`src/msx_mapper_pkg.sv`:
```
// Shared widths and constants for the ASCII8/Koei/Wizardry bank mapper
// Page and region numbering assume the standard 8 kB MSX page layout

package msx_mapper_pkg;

    // Cartridge ROM size in bytes, must be a power of two from 16 kB up
    typedef logic [24:0] rom_size_t;

    // CPU side of the bus
    typedef logic [15:0] cpu_addr_t;
    typedef logic [7:0]  cpu_data_t;

    // Translated address into the ROM or SRAM image
    typedef logic [24:0] mem_addr_t;

    // Bank numbers and the per-page SRAM enable mask share this width
    typedef logic [7:0]  bank_t;

    // Register region selected by addr[12:11]
    typedef logic [1:0]  region_t;

    // 8 kB CPU page selected by addr[15:13]
    typedef logic [2:0]  page_t;

    // Address bits inside one 8 kB page
    localparam int PAGE_OFFSET_W = 13;

    // Only the low bank bits reach the SRAM address
    localparam int SRAM_BANK_W = 2;

    // Writes to 0x6000-0x7FFF land in the mapper registers
    localparam page_t REG_WINDOW_PAGE = 3'd3;

    // Page 2 (0x4000) is served by region 0
    localparam page_t FIRST_BANK_PAGE = 3'd2;

    // SRAM may only appear in pages 4 and 5 for plain ASCII8
    localparam bank_t SRAM_PAGES_ASCII8 = 8'h30;

    // Koei carts also allow SRAM at page 2
    localparam bank_t SRAM_PAGES_KOEI = 8'h34;

    // Wizardry uses a fixed SRAM select bit instead of one derived from rom_size
    localparam bank_t WIZARDRY_SRAM_BIT = 8'h80;

endpackage

```
`src/cart_ascii8.sv`:
```
// ASCII8 mapper with battery SRAM for two cartridge slots, A (slot low) and B (slot high)
// Port reset is the clock and port clk is the asynchronous active-high reset
// Register writes take effect on the next clock edge; reads are combinational

`timescale 1ns/1ps

module cart_ascii8
    import msx_mapper_pkg::*;
(
    input  logic      reset,
    input  logic      clk,
    input  rom_size_t rom_size,
    input  cpu_addr_t addr,
    input  cpu_data_t d_from_cpu,
    input  logic      wr,
    input  logic      cs,
    input  logic      slot,
    input  logic      koei,
    input  logic      wizardry,
    output mem_addr_t mem_addr,
    output logic      sram_we,
    output logic      sram_oe
);

    logic    reg_wr_a;
    logic    reg_wr_b;
    logic    is_sram_sel;
    region_t region;
    page_t   read_page;

    bank_t   rom_bank_a;
    bank_t   rom_bank_b;
    bank_t   sram_bank_a;
    bank_t   sram_bank_b;
    logic    sram_en_a;
    logic    sram_en_b;

    mapper_decode decode_inst (
        .addr        (addr),
        .d_from_cpu  (d_from_cpu),
        .cs          (cs),
        .wr          (wr),
        .slot        (slot),
        .wizardry    (wizardry),
        .rom_size    (rom_size),
        .reg_wr_a    (reg_wr_a),
        .reg_wr_b    (reg_wr_b),
        .is_sram_sel (is_sram_sel),
        .region      (region),
        .read_page   (read_page)
    );

    // Both slots look up the same page, the address generator picks one
    mapper_bank_regs bank_regs_a (
        .reset       (reset),
        .clk         (clk),
        .reg_wr      (reg_wr_a),
        .is_sram_sel (is_sram_sel),
        .region      (region),
        .read_page   (read_page),
        .d_from_cpu  (d_from_cpu),
        .koei        (koei),
        .rom_size    (rom_size),
        .rom_bank    (rom_bank_a),
        .sram_bank   (sram_bank_a),
        .sram_en     (sram_en_a)
    );

    mapper_bank_regs bank_regs_b (
        .reset       (reset),
        .clk         (clk),
        .reg_wr      (reg_wr_b),
        .is_sram_sel (is_sram_sel),
        .region      (region),
        .read_page   (read_page),
        .d_from_cpu  (d_from_cpu),
        .koei        (koei),
        .rom_size    (rom_size),
        .rom_bank    (rom_bank_b),
        .sram_bank   (sram_bank_b),
        .sram_en     (sram_en_b)
    );

    mapper_addr_gen addr_gen_inst (
        .addr        (addr),
        .cs          (cs),
        .wr          (wr),
        .slot        (slot),
        .rom_bank_a  (rom_bank_a),
        .rom_bank_b  (rom_bank_b),
        .sram_bank_a (sram_bank_a),
        .sram_bank_b (sram_bank_b),
        .sram_en_a   (sram_en_a),
        .sram_en_b   (sram_en_b),
        .mem_addr    (mem_addr),
        .sram_oe     (sram_oe),
        .sram_we     (sram_we)
    );

endmodule

```
`src/mapper_addr_gen.sv`:
```
// Slot select and memory address formation
// Output is purely combinational from the bus and the bank register outputs
// Only the low two SRAM bank bits reach mem_addr, so SRAM is at most 32 kB

`timescale 1ns/1ps

module mapper_addr_gen
    import msx_mapper_pkg::*;
(
    input  cpu_addr_t addr,
    input  logic      cs,
    input  logic      wr,
    input  logic      slot,
    input  bank_t     rom_bank_a,
    input  bank_t     rom_bank_b,
    input  bank_t     sram_bank_a,
    input  bank_t     sram_bank_b,
    input  logic      sram_en_a,
    input  logic      sram_en_b,
    output mem_addr_t mem_addr,
    output logic      sram_oe,
    output logic      sram_we
);

    bank_t                     rom_bank_sel;
    bank_t                     sram_bank_sel;
    logic                      sram_en_sel;
    logic [PAGE_OFFSET_W-1:0]  page_offset;
    logic [SRAM_BANK_W-1:0]    sram_bank_low;
    mem_addr_t                 rom_addr;
    mem_addr_t                 sram_addr;

    // Slot B is active when slot is high
    always_comb begin
        if (slot) begin
            rom_bank_sel  = rom_bank_b;
            sram_bank_sel = sram_bank_b;
            sram_en_sel   = sram_en_b;
        end else begin
            rom_bank_sel  = rom_bank_a;
            sram_bank_sel = sram_bank_a;
            sram_en_sel   = sram_en_a;
        end
    end

    assign page_offset   = addr[PAGE_OFFSET_W-1:0];
    assign sram_bank_low = sram_bank_sel[SRAM_BANK_W-1:0];

    // SRAM strobes only for a selected cartridge and an enabled page
    assign sram_oe = cs & sram_en_sel;
    assign sram_we = sram_oe & wr;

    // Both addresses are zero-extended to the full memory width
    assign rom_addr  = mem_addr_t'({rom_bank_sel, page_offset});
    assign sram_addr = mem_addr_t'({sram_bank_low, page_offset});

    assign mem_addr = sram_oe ? sram_addr : rom_addr;

endmodule

```
`src/mapper_bank_regs.sv`:
```
// Mapper register bank for one cartridge slot
// Port reset is the clock and port clk is the asynchronous active-high reset
// Bank numbers are indexed by region; page p maps to region (p - 2) mod 4

`timescale 1ns/1ps

module mapper_bank_regs
    import msx_mapper_pkg::*;
(
    input  logic      reset,
    input  logic      clk,
    input  logic      reg_wr,
    input  logic      is_sram_sel,
    input  region_t   region,
    input  page_t     read_page,
    input  cpu_data_t d_from_cpu,
    input  logic      koei,
    input  rom_size_t rom_size,
    output bank_t     rom_bank,
    output bank_t     sram_bank,
    output logic      sram_en
);

    bank_t   rom_banks [4];
    bank_t   sram_banks [4];

    // One bit per 8 kB CPU page, set where SRAM is mapped
    bank_t   sram_en_mask;

    bank_t   rom_bank_count;
    bank_t   rom_bank_mask;
    bank_t   allowed_pages;
    page_t   wr_page;
    bank_t   wr_page_bit;
    page_t   read_offset;
    region_t read_region;

    // Number of 8 kB banks in the ROM, also used as the SRAM bank mask
    assign rom_bank_count = rom_size[20:13];
    assign rom_bank_mask  = rom_bank_count - 8'd1;

    // Koei carts additionally allow SRAM in page 2
    assign allowed_pages = koei ? SRAM_PAGES_KOEI : SRAM_PAGES_ASCII8;

    // The page served by the written region
    assign wr_page     = FIRST_BANK_PAGE + page_t'(region);
    assign wr_page_bit = bank_t'(1) << wr_page;

    always_ff @(posedge reset or posedge clk) begin
        if (clk) begin
            for (int i = 0; i < 4; i++) begin
                rom_banks[i]  <= '0;
                sram_banks[i] <= '0;
            end
            sram_en_mask <= '0;
        end else if (reg_wr) begin
            if (is_sram_sel) begin
                // Map SRAM in, but never outside the pages the mode allows
                sram_en_mask       <= sram_en_mask | (wr_page_bit & allowed_pages);
                sram_banks[region] <= d_from_cpu & rom_bank_count;
            end else begin
                // A ROM bank write always unmaps SRAM from that page
                sram_en_mask      <= sram_en_mask & ~wr_page_bit;
                rom_banks[region] <= d_from_cpu;
            end
        end
    end

    // Pages 0, 1, 6 and 7 wrap onto regions 2, 3, 0 and 1 like the
    // mirrored banks on real hardware
    assign read_offset = read_page - FIRST_BANK_PAGE;
    assign read_region = read_offset[1:0];

    assign rom_bank  = rom_banks[read_region] & rom_bank_mask;

    // SRAM banks are stored already masked
    assign sram_bank = sram_banks[read_region];

    assign sram_en   = sram_en_mask[read_page];

endmodule

```
`src/mapper_decode.sv`:
```
// Shared CPU bus decode for both cartridge slots
// The write strobes are already split by slot, so only one bank register block sees a write
// rom_size must be a power of two, its bits [20:13] give the SRAM select bit

`timescale 1ns/1ps

module mapper_decode
    import msx_mapper_pkg::*;
(
    input  cpu_addr_t addr,
    input  cpu_data_t d_from_cpu,
    input  logic      cs,
    input  logic      wr,
    input  logic      slot,
    input  logic      wizardry,
    input  rom_size_t rom_size,
    output logic      reg_wr_a,
    output logic      reg_wr_b,
    output logic      is_sram_sel,
    output region_t   region,
    output page_t     read_page
);

    page_t cpu_page;
    logic  in_reg_window;
    logic  reg_wr;
    bank_t sram_sel_bit;

    // Page of the current access, used both for the write window and the lookup
    assign cpu_page = addr[15:13];

    assign in_reg_window = (cpu_page == REG_WINDOW_PAGE);

    // A register write is a single cycle with cs and wr high inside the window
    assign reg_wr = cs & wr & in_reg_window;

    // Slot A is selected when slot is low
    assign reg_wr_a = reg_wr & ~slot;
    assign reg_wr_b = reg_wr & slot;

    // The bit that marks a write as an SRAM select.
    // Outside wizardry mode it is the bank number one past the ROM,
    // which is rom_size / 8 kB
    always_comb begin
        if (wizardry) begin
            sram_sel_bit = WIZARDRY_SRAM_BIT;
        end else begin
            sram_sel_bit = rom_size[20:13];
        end
    end

    assign is_sram_sel = |(d_from_cpu & sram_sel_bit);

    // Each 2 kB slice of the window addresses one region
    assign region = addr[12:11];

    // The read page is forwarded unchanged, bank_regs does the region mapping
    assign read_page = cpu_page;

endmodule

```
`config.mk`:
```
export PLATFORM = sky130hd
export DESIGN_NAME = cart_ascii8
export DESIGN_NICKNAME = d
export VERILOG_FILES = /design/src/msx_mapper_pkg.sv /design/src/cart_ascii8.sv /design/src/mapper_addr_gen.sv /design/src/mapper_bank_regs.sv /design/src/mapper_decode.sv
export SDC_FILE = /design/constraint.sdc
export NUM_CORES = 1
export LEC_CHECK = 0
export ABC_AREA = 0
export BUFFER_PORTS_ARGS = -buffer_cell sky130_fd_sc_hd__buf_2
export CAP_MARGIN = 20
export CORE_MARGIN = 3
export CORE_UTILIZATION = 60
export CTS_CLUSTER_DIAMETER = 30
export DETAILED_ROUTE_END_ITERATION = 7
export GPL_TIMING_DRIVEN = 1
export PLACE_DENSITY = 0.82
export SLEW_MARGIN = 20
export SYNTH_ARGS = -nofsm -noshare
export SYNTH_HDL_FRONTEND = slang
export SYNTH_HIERARCHICAL = 1
export SYNTH_SLANG_ARGS = --single-unit
```
`constraint.sdc`:
```
create_clock -name reset -period 5.1 [get_ports reset]
set_input_delay 0.255 -clock reset [delete_from_list [all_inputs] [get_ports reset]]
set_output_delay 0.255 -clock reset [all_outputs]
set_load 0.01 [all_outputs]
```
==> flow_metrics.env <==
export IMPL_status="finished clean"
export IMPL_cts_setup_buffers=0
export IMPL_crit_arrival_ps=2410
export IMPL_antennaDiodeCount=0
export IMPL_routedWlPerCell_um=20.4
export IMPL_fin_crit_ps=2670
export IMPL_fmax_ghz=0.375
export IMPL_setup_viol=0
export IMPL_fp_row_count=32
export IMPL_setup_tns_ps=0
export IMPL_rsz0062_at_grt="false"
export IMPL_power_density_nw_per_um2=272
export IMPL_routabilityCongestion=0.901
export IMPL_vias_per_cell=6.15
export IMPL_antenna_found_initial=0
export IMPL_slew_violations=0
export IMPL_overflow=0
export IMPL_clock_sinks=96
export IMPL_cp_required_ps=4850
export IMPL_grt_max_degree=49
export IMPL_htree_levels=3
export IMPL_hold_buffers=0
export IMPL_critPathMaxFanout=24
export IMPL_syn_area_per_cell_sq_um=12.5
export IMPL_tightest_slew_ps=879
export IMPL_fin_crit_sh=0.523
export IMPL_cts_root_buffer="clkbuf_8"
export IMPL_cts_tree="built"
export IMPL_cp_end_kind="output pin"
export IMPL_die_height_um=98.1
export IMPL_rr_startpoint="bank_regs_a/rom_banks[8]"
export IMPL_die_w_um=98.1
export IMPL_cts_buffers=9
export IMPL_nets=463
export IMPL_die_area_sq_um=9630
export IMPL_first_pass_iters=4
export IMPL_portBuffers=39
export IMPL_vias=3149
export IMPL_hpwl_mm=7.15
export IMPL_track_usage=0.229
export IMPL_core_sq_um=7970
export IMPL_ir_worst_vdd_v=0.000235
export IMPL_syn_area_sq_um=5090
export IMPL_cts_resized=0
export IMPL_first_global_vias=3257
export IMPL_clk_pin_slew_ps=90
export IMPL_netlist_instances=406
export IMPL_cap_viol_max_count=0
export IMPL_drt_iter0_markers=170
export IMPL_postRouteAntennaNets=0
export IMPL_clock_skew_ps=0
export IMPL_grt_pass1_wl_mm=17.2
export IMPL_slew_headroom=0.414
export IMPL_drcViolationCount=0
export IMPL_drive_gt1_frac=0.378
export IMPL_p_leak_nw=2.60
export IMPL_start_kind="primary input"
export IMPL_wirelength_mm=10.4
export IMPL_ios=83
export IMPL_ys_warn_count=6
export IMPL_timing_hold_violations_final=0
export IMPL_area_growth_syn_to_layout_pct=3.76
export IMPL_worst_skew_pair_late_latency_ps=370
export IMPL_total_power_mw=1.43
export IMPL_fillers=604
export IMPL_cts_max_path_buffers=2
export IMPL_hold_class="in -> async"
export IMPL_floorplan_initialDensity=0.639
export IMPL_cp_startpoint="addr[14]"
export IMPL_criticalPathCategory="in -> out"
-- path summary, 6_finish.rpt --
kind | to | slack (ps) | cells past startpoint
min reg2reg | bank_regs_b/sram_en_mask[0] | 380 | 0
min | bank_regs_a/sram_en_mask[2] | 20 | 2
min in group reset | bank_regs_a/sram_en_mask[2] | 180 | 3
max | sram_we | 2430 | 7
max reg2reg | bank_regs_a/rom_banks[8] | 4330 | 1
max in group asynchronous | bank_regs_a/rom_banks[9] | 4560 | 2
-- sequential cells by signal (all words and copies together), names as in the netlist, named ones only --
signal and flops:
bank_regs_a/rom_banks 32, bank_regs_b/rom_banks 32, bank_regs_a/sram_banks 8, bank_regs_b/sram_banks 8, bank_regs_a/sram_en_mask 6, bank_regs_b/sram_en_mask 6
-- per-layer routing --
metal	global-route usage	wire [um]	vias to the layer above	part of all wire
met5	0	0	-	0
met4	0.0799	168	0	0.016
met3	0.0414	602	20	0.058
met2	0.359	5060	106	0.49
met1	0.325	4600	1602	0.44
li1	-	-	1421	-
-- per-stage QoR --
step           area, sq um  hold WS, ps  std cells  setup WS (ps)  utilization
6_report              5280         23.3        512           2430        0.663
5_1_grt               5280         92.4        512           2250        0.663
4_1_cts               5280          169        512           2390        0.663
3_5_place_dp          5100          365        496           2240        0.640
3_3_place_gp          5100          360        496           2340        0.640
2_1_floorplan         5100          390        409           3030            -
-- area by class of cell --
cell class	instances	area, sq um	area share
multi-input cells	248	2330	0.440
clock buffers	13	139	0.0263
well taps	102	128	0.0242
clock inverters	3	42.5	0.00805
repair buffers	41	210	0.0398
inverters	9	36.3	0.00687
flip-flops and latches	96	2400	0.455
-- placed cells by master (no fill, tap or decap), types with 2 or more instances in the layout --
| master | n |
|---|---|
| a22oi_1 | 2 |
| and3b_1 | 5 |
| mux4_2 | 24 |
| nand4b_1 | 5 |
| ha_1 | 2 |
| clkbuf_1 | 4 |
| nor2b_1 | 4 |
| conb_1 | 4 |
| nand3_1 | 7 |
| inv_1 | 7 |
| nor3b_4 | 4 |
| buf_4 | 2 |
| mux2i_1 | 9 |
| a211oi_1 | 2 |
| nor3_1 | 3 |
| and3_1 | 3 |
| nor4_1 | 3 |
| nand3b_1 | 2 |
| buf_2 | 39 |
| clkinv_2 | 3 |
| dfrtp_1 | 96 |
| nand2_1 | 32 |
| nand4bb_1 | 2 |
| a31oi_1 | 3 |
| nor2_1 | 12 |
| xor2_1 | 4 |
| nor3_4 | 2 |
| nand4_1 | 2 |
| nand2b_4 | 2 |
| nor3b_1 | 3 |
| clkbuf_8 | 9 |
| and2_1 | 8 |
| mux2_2 | 65 |
| o21ai_0 | 17 |
| a21oi_1 | 7 |
-- power by group --
part | internal (mW) | switching [mW] | leakage (nW)
logic | 0.0642 | 0.0877 | 1.18
clock network | 0.227 | 0.253 | 0.0876
registers | 0.789 | 0.0141 | 1.33
total | 1.08 | 0.355 | 2.60
-- worst max-delay path: stages --
cell,delay (ps)
buf_2,670
mux4_2,590
mux2_2,300
mux2i_1,170
nor2b_2,130
and2_1,170
buf_2,130
(Power assumes the default switching activity.)
